[config.mk]
export PLATFORM = sky130hd
export DESIGN_NAME = register_file
export DESIGN_NICKNAME = d
export VERILOG_FILES = /design/src/cpu_pkg.sv /design/src/register_file.sv
export VERILOG_INCLUDE_DIRS = /design/src /design/src/src
export SDC_FILE = /design/constraint.sdc
export NUM_CORES = 1
export LEC_CHECK = 0
export ABC_AREA = 1
export BUFFER_PORTS_ARGS = -buffer_cell sky130_fd_sc_hd__clkbuf_2
export CELL_PAD_IN_SITES_DETAIL_PLACEMENT = 1
export CELL_PAD_IN_SITES_GLOBAL_PLACEMENT = 1
export CORE_UTILIZATION = 40
export CTS_CLUSTER_DIAMETER = 120
export DETAILED_ROUTE_END_ITERATION = 6
export HOLD_SLACK_MARGIN = 0.05
export PLACE_DENSITY_LB_ADDON = 0.1
export SETUP_SLACK_MARGIN = 0.5
export SLEW_MARGIN = 20
export SYNTH_ARGS = -nofsm -noshare
export SYNTH_HDL_FRONTEND = slang
export SYNTH_SLANG_ARGS = --single-unit
[constraint.sdc]
create_clock -name clk -period 2.9 [get_ports clk]
set_input_delay 0.29 -clock clk [delete_from_list [all_inputs] [get_ports clk]]
set_output_delay 0.29 -clock clk [all_outputs]
set_load 0.02 [all_outputs]
[src/cpu_defs.svh]
// widths, memory depths and host address map for the cpu; included by the package and the RTL
`ifndef CPU_DEFS_SVH
`define CPU_DEFS_SVH

`define CPU_DATA_W     16       // data and instruction word width
`define CPU_NUM_REGS   16       // register file entries

`define IMEM_DEPTH     256      // instruction memory words
`define DMEM_DEPTH     256      // data memory words

`define HOST_ADDR_W    12       // host byte address width

// host map, memory regions are 1 KB each and word index is addr[9:2]
`define HOST_IMEM_BASE 12'h000
`define HOST_DMEM_BASE 12'h400
`define HOST_CTRL_ADDR 12'h800  // bit 0 start or running, bit 1 halted

`endif

[src/cpu_pkg.sv]
// shared types for the cpu datapath, controller and host bus; imported by RTL and testbench
package cpu_pkg;

  `include "cpu_defs.svh"

  typedef logic [`CPU_DATA_W-1:0]           word_t;
  typedef logic [`CPU_DATA_W-1:0]           instr_t;
  typedef logic [$clog2(`CPU_NUM_REGS)-1:0] reg_addr_t;
  typedef logic [$clog2(`DMEM_DEPTH)-1:0]   mem_addr_t;
  typedef logic [`HOST_ADDR_W-1:0]          host_addr_t;
  typedef logic [31:0]                      axil_data_t;  // 32-bit bus, word uses low half

  typedef enum logic [3:0] {
    OP_NOOP  = 4'b0000,
    OP_LOAD  = 4'b0001,
    OP_STORE = 4'b0010,
    OP_ADD   = 4'b0011,
    OP_SUB   = 4'b0100,
    OP_HALT  = 4'b0101,
    OP_AND   = 4'b0110,
    OP_OR    = 4'b0111,
    OP_XOR   = 4'b1000
  } opcode_e;

  typedef enum logic [2:0] {
    ALU_ADD,
    ALU_SUB,
    ALU_AND,
    ALU_OR,
    ALU_XOR
  } alu_op_e;

  typedef enum logic [2:0] {
    IDLE,
    INIT,
    FETCH,
    DECODE,
    EXEC,
    HALT
  } ctrl_state_e;

  typedef enum logic [1:0] {
    OKAY   = 2'b00,
    SLVERR = 2'b10
  } axil_resp_e;

  typedef struct packed {
    logic      we;
    reg_addr_t waddr;
    reg_addr_t raddr_a;
    reg_addr_t raddr_b;
    logic      src_mem;  // 1 writes the memory word, 0 the alu result
  } rf_ctrl_t;

  typedef struct packed {
    logic      en;
    logic      we;
    mem_addr_t addr;
    word_t     wdata;
  } dmem_req_t;

  typedef struct packed {
    logic pc_clr;
    logic pc_inc;
    logic ir_ld;
  } fetch_ctrl_t;

  typedef struct packed {
    logic       awvalid;
    host_addr_t awaddr;
    logic       wvalid;
    axil_data_t wdata;
    logic [3:0] wstrb;  // full words only
    logic       bready;
  } axil_wr_req_t;

  typedef struct packed {
    logic       awready;
    logic       wready;
    logic       bvalid;
    axil_resp_e bresp;
  } axil_wr_rsp_t;

  typedef struct packed {
    logic       arvalid;
    host_addr_t araddr;
    logic       rready;
  } axil_rd_req_t;

  typedef struct packed {
    logic       arready;
    logic       rvalid;
    axil_data_t rdata;
    axil_resp_e rresp;
  } axil_rd_rsp_t;

endpackage

[src/register_file.sv]
// 16-entry register file with two combinational reads and one synchronous write
`timescale 1ns/1ps
`include "cpu_defs.svh"

module register_file
  import cpu_pkg::*;
(
  input  logic     clk,
  input  logic     reset,
  input  rf_ctrl_t rf_ctrl,
  input  word_t    alu_result,
  input  word_t    mem_rdata,
  output word_t    rdata_a,
  output word_t    rdata_b
);

  word_t regs [`CPU_NUM_REGS];

  always_ff @(posedge clk)
  begin
    if (reset)
    begin
      for (int i = 0; i < `CPU_NUM_REGS; i++)
      begin
        regs[i] <= '0;
      end
    end
    else if (rf_ctrl.we)
    begin
      regs[rf_ctrl.waddr] <= rf_ctrl.src_mem ? mem_rdata : alu_result;
    end
  end

  assign rdata_a = regs[rf_ctrl.raddr_a];
  assign rdata_b = regs[rf_ctrl.raddr_b];

endmodule

==> flow_results.org, run 1 <==
** Cells and area
- Final layout net count :: 2058
- Number of non-filler instances in the completed layout :: 2536
- More flip-flops sit in one register than any other, and that register is regs.
- Growth of design area from synthesis to finish :: 12.7%
- Registers with the most flip-flops :: regs x256
- Fin util :: 0.461
- Number of flip-flops in the largest register :: 256
- Area used by multi-input combinational logic :: 5650 sq um
- Fill cell count :: 4593
- The repair_antennas step left the layout with diodes totalling 0.
- Sequential cell area :: 7690 sq um
- Layout cell share with drive strength beyond 1 :: 0.108

** Clock tree
- Number of buffers between clock root and the deepest sink :: 3
- Clock tree root driver cell :: clkbuf_16
- Inserted Clock Buffers :: 29
- Number of H-tree branching levels :: 1
- Post CTS Setup Buffer Count :: 0
- TritonCTS clock tree :: built
- Post-CTS Hold Buffers :: 0
- Clock-pin slew was measured on the worst setup and hold paths at 0.06 ns.
- PostCTS Resize Cnt :: 0
- Sinks on the clock net :: 256

** STA
- Headroom to the max-slew limit came out at 0.430.
- Dividing the final minimum period by the clock period gives 0.744.
- Timing would allow up to 464 MHz.
- For the final routed database, the setup TNS stands at 0 ns.
- The number of pins with negative max-slew slack in the final report came to 0.
- Hold Vio Cnt, Final :: 0
- Setup repair after global routing left no endpoint under its margin.
- Setup violations remaining at the end of the flow were counted as 0.
- Crit path time final :: 2.16 ns
- Actual transition at the worst max-transition pin :: 0.854 ns

** Floorplanning
- Initial standard-cell utilization of the core :: 0.409
- Die Wd :: 196 microns
- The core region is 36900 sq um.
- The floorplan has 70 rows.
- Top-level I/O count :: 80
- Area of the die :: 38400 sq um
- Die extent in y :: 196 microns

** Power and ir drop
- Leak :: 7.97 nW
- Power spread over the standard cell area amounts to 564 nW/um^2.
- Maximum ir drop on the vdd rail :: 458 uV
- Summing internal, switching and leakage power gives 0.00957 W.

** Setup path
- Category of the worst setup path launch point :: primary input
- Data arrives at the worst endpoint at 1.87 ns.
- In this run the worst path has a maximum fanout of 11.
- The worst setup path is of the primary input to output pin kind.
- STA classifies the critical path endpoint as an output pin.
- At the worst endpoint, the required time is 2.61 ns.

** Drt
- Routed length on met1 :: 25600 microns
- In the routed design, unresolved DRC markers number 0.
- Routed Antenna Nets :: 0
- After detailed routing, no signal wire sits above met4.
- Total met3 wirelength after detailed routing :: 3350 microns
- Via-to-Cell Ratio :: 5.47
- Routed wire per std cell :: 22.6 microns
- The final route contains 13900 vias.
- TritonRoute pass-1 iters :: 5
- The routed design has 57400 microns of wire.
- The routed design uses 27000 microns of met2 wire.
- The detailed router finished its first iteration with 1322 violations.

** Synth
- The share of the Yosys chip area taken by registers is 0.510.
- Average footprint of a synthesized cell :: 7.66 sq um
- Number of register bits inferred by synthesis :: 256
- Summed over all instances, the cell type with the most area after synthesis is edfxtp_1.
- The Yosys step of the flow raised 0 warnings.
- When the netlist entered floorplanning its net count stood at 2016.
- Share of the synthesized area in the top cell type :: 0.510
- Most used flip-flop cell after synthesis :: edfxtp_1
- In the post-synthesis netlist, the biggest area contributors are edfxtp_1 (51%), nand3_1 (15%), nand2_1 (14%).
- Synthesized instance count :: 1968
- Most common cell in the netlist :: nand2_1
- Share of async-settable or async-resettable flops after synthesis :: 0
- Post-synth cell types :: 14
- The commonest cells after synthesis are nand2_1 (561), nand3_1 (448), inv_1 (267).
- In this run, synthesis inferred 256 flip-flops with an integrated enable.
- Cell Area, Synth :: 15100 sq um

** Global routing
- The via count of the first global-routing pass is 14300.
- Initial antenna violation count :: 0
- The first global-routing pass estimated 87100 microns of wire.
- Across every metal layer, demand over resource in global routing totals 0.303.
- Global routing finished with a remaining overflow of 0.
- Entering global routing, the biggest net connects 79 pins.

** Outcome
- Result of the run :: completed

** Hold path
- The path class of the tightest hold or removal check is primary input to flip-flop.

** Placement
- IO buf count :: 79
- Placed Instances :: 2483
- Weighted congestion at the end of routability-driven global placement :: 0.827
- Half-perimeter wire length after placement :: 36400 microns

** Job
- Across the run, the number of max-cap violations was 0.
[critical path, cell delays in order]
cell and delay [ns]:
clkbuf_2 0.09, inv_1 0.62, buf_4 0.31, nand3_1 0.10
nand3_1 0.14, nand2_1 0.13, clkbuf_2 0.18
[layer usage]
| layer | global-route usage | vias up |
|---|---|---|
| met4 | 0.0891 | 0 |
| li1 | - | 6346 |
| met3 | 0.0266 | 89 |
| met1 | 0.427 | 6966 |
| met5 | 0 | - |
| met2 | 0.496 | 475 |
[final cells by class]
type	count	share of cell area
clock inverters	23	0.0116
clock buffers	30	0.0430
inverters	270	0.0600
flip-flops and latches	256	0.453
repair buffers	148	0.0629
multi-input cells	1305	0.333
well taps	504	0.0371
[through the flow]
step	cell area, sq um	setup slack (ns)	hold slack, ns
finish	17000	0.743	0.275
global route	17000	0.657	0.286
CTS	17000	0.766	0.258
detailed placement	16100	0.590	0.857
global placement	16100	0.645	0.845
floorplan	15100	1.09	0.639
[placed cells by master (no fill, tap or decap), drive strengths merged]
master    count
buf          73
nor2        259
clkbuf      105
nor3          4
edfxtp      256
nand2       578
nand3       448
inv         274
clkinvlp      5
bufinv        2
mux2i        16
clkinv       12
[worst paths after layout]
kind                           from     endpoint  cells past startpoint
worst min-delay path  alu_result[5]  regs[11][5]                      4
worst max-delay path     rf_ctrl[3]  rdata_b[11]                      7
[cell families after synthesis]
kind of cell           after synthesis  synth area share
buffers and inverters              407             0.115
flip-flops                         256             0.510
multiplexers                        16            0.0106
AND/OR/NAND/NOR                   1289             0.364
[report_power, final]
| group | switching (W) | leakage (nW) | internal (W) |
|---|---|---|---|
| registers | 0.0000964 | 2.44 | 0.00428 |
| clock network | 0.00163 | 0.439 | 0.00202 |
| logic | 0.00111 | 5.09 | 0.000422 |
| total | 0.00284 | 7.97 | 0.00673 |
Note: power is estimated with default switching activity, not from simulation.
==> inputs of run 2 (changes only) <==
--- a/config.mk
+++ b/config.mk
@@ -6,7 +6,7 @@
 export SDC_FILE = /design/constraint.sdc
 export NUM_CORES = 1
 export LEC_CHECK = 0
-export ABC_AREA = 1
+export ABC_AREA = 0
 export BUFFER_PORTS_ARGS = -buffer_cell sky130_fd_sc_hd__clkbuf_2
 export CELL_PAD_IN_SITES_DETAIL_PLACEMENT = 1
 export CELL_PAD_IN_SITES_GLOBAL_PLACEMENT = 1
==> constraint.sdc (replaced) <==
create_clock -name clk -period 2.2 [get_ports clk]
set_input_delay 0.22 -clock clk [delete_from_list [all_inputs] [get_ports clk]]
set_output_delay 0.22 -clock clk [all_outputs]
set_load 0.02 [all_outputs]
==> flow_results.org, run 2 <==
** Cells and area
- Fill cell count :: 3208 (was 4593)
- The core occupancy in the finished layout was 0.482 (was 0.461).
- Most frequent cells in the layout: nor2_1 (259), edfxtp_1 (256), mux4_2 (107) (was nand2_1 (561), nand3_1 (448), inv_1 (265)).
- Growth of design area from synthesis to finish :: 18.5% (was 12.7%)
- Number of diodes added for antenna fixing :: 0 (unchanged)
- The most common cell after layout, fill and taps aside is nor2_1 (was nand2_1).
- The number of flip-flops in the largest register is 256 (unchanged).
- Final layout net count :: 1037 (was 2058)
- Registers with the most flip-flops :: regs x256 (unchanged)
- The layout cell share with drive strength beyond 1 was 0.358 (was 0.108).
- Register with the most flip-flops :: regs (unchanged)

** Floorplanning
- Top-level I/O count :: 80 (unchanged)
- The initial core utilization came to 0.407 (was 0.409).
- Die Wd :: 184 microns (was 196 microns)
- The standard cell core area was 32600 sq um (was 36900 sq um).
- Die extent in y :: 184 microns (was 196 microns)
- FP Rows :: 66 (was 70)
- The area of the die was 33900 sq um (was 38400 sq um).

** Setup path
- Category of the most critical setup path :: flip-flop to output pin (was primary input to output pin)
- The maximum single-stage delay on the critical path is 0.61 ns (was 0.62 ns).
- Critical Path AT :: 2.06 ns (was 1.87 ns)
- Crit path max-delay family :: multiplexers (was buffers and inverters)
- Category of the worst setup path launch point :: flip-flop (was primary input)
- Critical path cell sequence :: mux4_4 > a22oi_2 > nand2_2 > buf_8 (was clkbuf_2 > inv_1 > buf_4 > nand3_1 > nand3_1 > nand2_1 > clkbuf_2)
- End point of the critical path :: rdata_a[15] (was rdata_b[11])
- The number of stages on the worst setup path came to 4 (was 7).
- Kind of capture point of the worst setup path :: output pin (unchanged)
- The required time of the critical path came to 1.98 ns (was 2.61 ns).
- The biggest fanout along the worst timing path is 2 (was 11).
- The library cell contributing the largest single delay on the critical path was mux4_4 (was inv_1).
- The critical path buffer and inverter count is 1 (was 4).
- Worst setup path startpoint :: regs[3][15] (was rf_ctrl[3])

** Placement
- The number of buffer cells added on primary ports is 79 (unchanged).
- The routability-driven placement congestion ratio was 0.781 (was 0.827).
- Half-perimeter wire length after placement :: 27700 microns (was 36400 microns)

** Clock tree
- The number of hold buffers added after cts was 0 (unchanged).
- The TritonCTS sink count was 256 (unchanged).
- Clock tree root driver cell :: clkbuf_16 (unchanged)
- Number of buffers between clock root and the deepest sink :: 3 (unchanged)
- Inserted Clock Buffers :: 30 (was 29)
- The TritonCTS clock tree is built (unchanged).
- The clock slew at the register clock pins of the worst setup and hold paths is 0.06 ns (about the same).
- Number of H-tree branching levels :: 1 (unchanged)

** Synth
- Most used standard cells in the synthesized netlist: nor2_1 (259), edfxtp_1 (256), mux4_2 (81) (was nand2_1 (561), nand3_1 (448), inv_1 (267)).
- The number of instances in the synthesized netlist is 880 (was 1968).
- The library cell with the highest instance count after synthesis is nor2_1 (was nand2_1).
- Count of flip-flops with a built-in enable after synthesis :: 256 (unchanged)
- The post-synthesis sequential area ratio came to 0.580 (was 0.510).
- The average cell area after synthesis came to 15.1 sq um (was 7.66 sq um).
- Share of async-settable or async-resettable flops after synthesis :: 0 (unchanged)
- The most used flip-flop cell after synthesis is edfxtp_1 (unchanged).
- Ranking of synthesized cells by area :: edfxtp_1 (58%), mux4_2 (14%), mux4_1 (8.9%) (was edfxtp_1 (51%), nand3_1 (15%), nand2_1 (14%))
- The net count after synthesis was 928 (was 2016).
- Leading area contributor after synthesis :: edfxtp_1 (unchanged)
- The number of distinct standard cells referenced by the synthesized netlist came to 28 (was 14).
- The mapped cell area was 13300 sq um (was 15100 sq um).
- The number of synthesis warnings came to 0 (unchanged).
- Share of the synthesized area in the top cell type :: 0.580 (was 0.510)
- The number of flip-flops and latches in the synthesized netlist was 256 (unchanged).

** STA
- Final setup violating endpoints :: 11 (was 0)
- After layout, the minimum clock period comes to 2.28 ns.
- Setup repair after global routing missed its margin: true (was false).
- Hold Vio Cnt, Final :: 0 (unchanged)
- The sum of negative setup slack is -0.365 ns (was 0 ns).
- The relative slew slack was 0.233 (was 0.430).
- Timing would allow up to 439 MHz.
- The number of pins with negative max-slew slack in the final report came to 0 (unchanged).
- Fin worst setup slack :: -0.0773 ns (was 0.743 ns)
- Portion of the clock cycle consumed by the worst path in the final layout :: 1.04
- Actual transition at the worst max-transition pin :: 1.15 ns (was 0.854 ns)

** Drt
- Starting DRT DRC Count :: 697 (was 1322)
- Remaining DRCs :: 0 (unchanged)
- The post-detailed-route count of antenna-violating nets is 0 (unchanged).
- Routed wire length :: 41200 microns (was 57400 microns)
- The number of vias per cell came to 5.83 (was 5.47).
- The total iterations of the first detailed-routing run is 5 (unchanged).
- Routed wire per std cell :: 28.4 microns (was 22.6 microns)
- The via total after detailed routing was 8474 (was 13900).

** Power and ir drop
- Maximum ir drop on the vdd rail :: 554 uV (was 458 uV)
- The power density over cell area is 788 nW/um^2 (was 564 nW/um^2).
- The leakage power came to 5.49 nW (was 7.97 nW).

** Outcome
- Result of the run: complete, but fails checks (was completed).
- The checks that failed: negative setup slack.

** Global routing
- Initial antenna violation count :: 0 (unchanged)
- The maximum number of pins on one net before global-route repair came to 40 (was 79).
- The first-pass GRT wire length came to 60600 microns (was 87100 microns).
- Via count of the first global-routing pass :: 9244 (was 14300)
- Total routing resource utilization after global routing :: 0.250 (was 0.303)
- Congestion Overflow GR :: 0 (unchanged)

** Job
- The reported max-cap violation count is 0 (unchanged).

** Hold path
- Worst min path class :: primary input to flip-flop (unchanged)
run 2: cell count changes in the layout (fill, tap and decap cells not counted), moves of 19 or more:
cell      change
clkbuf_2     -22
mux4_1       +19
a22oi_1      +28
a22oi_2      +36
nand3_1     -445
nand2_1     -529
inv_1       -265
mux4_2      +107
run 2: worst min-delay path by stage:
stage,start,to,slack [ns],cells past startpoint
3_3_place_gp,alu_result[0],regs[6][0],0.74,4
4_1_cts,mem_rdata[5],regs[0][5],0.17,4
6_report,alu_result[0],regs[3][0],0.19,4
2_1_floorplan,rf_ctrl[10],regs[3][0],0.55,2
5_1_grt,mem_rdata[5],regs[0][5],0.19,4
3_5_place_dp,mem_rdata[5],regs[4][5],0.76,4
run 2: area by class of cell:
cell class / count / area (sq um) / share of cell area
clock buffer: 41 / 813 / 0.0517
sequential: 256 / 7690 / 0.489
multi-input combinational: 543 / 5190 / 0.330
tap: 442 / 553 / 0.0352
timing repair buffer: 158 / 1360 / 0.0863
clock inverter: 14 / 119 / 0.00756
run 2: where the power goes:
part	switching (W)	total, W	internal, W
Clock	0.00199	0.00479	0.00280
Combinational	0.000982	0.00180	0.000819
Sequential	0.000149	0.00580	0.00565
Total	0.00312	0.0124	0.00927
run 2: metrics by stage:
step	total power (W)	instances	worst slack [ns]	cell area [sq um]	hold slack, ns
floorplan	0.00686	880	0.531	13300	0.550
global placement	0.00748	1399	0.139	14500	0.743
detailed placement	0.00754	1399	0.141	14500	0.758
CTS	0.0124	1454	-0.0820	15700	0.174
global route	0.0127	1454	-0.119	15700	0.190
finish	0.0124	1454	-0.0773	15700	0.188
run 2: repair_timing:
action | in CTS | in global routing
endpoints found under the hold margin | 0 | 0
pin swaps | 34 | 17
resized for setup | 93 | 28
setup endpoints to repair | 32 | 32
setup buffers | 0 | 0
run 2: routing by layer:
| layer | vias up | part of all wire | GRT usage | wire length (microns) |
|---|---|---|---|---|
| met5 | - | 0 | 0 | 0 |
| met4 | 0 | 0.028 | 0.0817 | 1160 |
| met3 | 69 | 0.043 | 0.0318 | 1760 |
| met2 | 257 | 0.52 | 0.437 | 21300 |
| met1 | 4517 | 0.41 | 0.323 | 17000 |
| li1 | 3631 | - | - | - |
run 2: cells by family after synthesis:
family,Yosys count,share of synthesized area
flops,256,0.580
compound gates,64,0.0362
buf+inv,81,0.0375
mux,144,0.243
simple gates,335,0.104
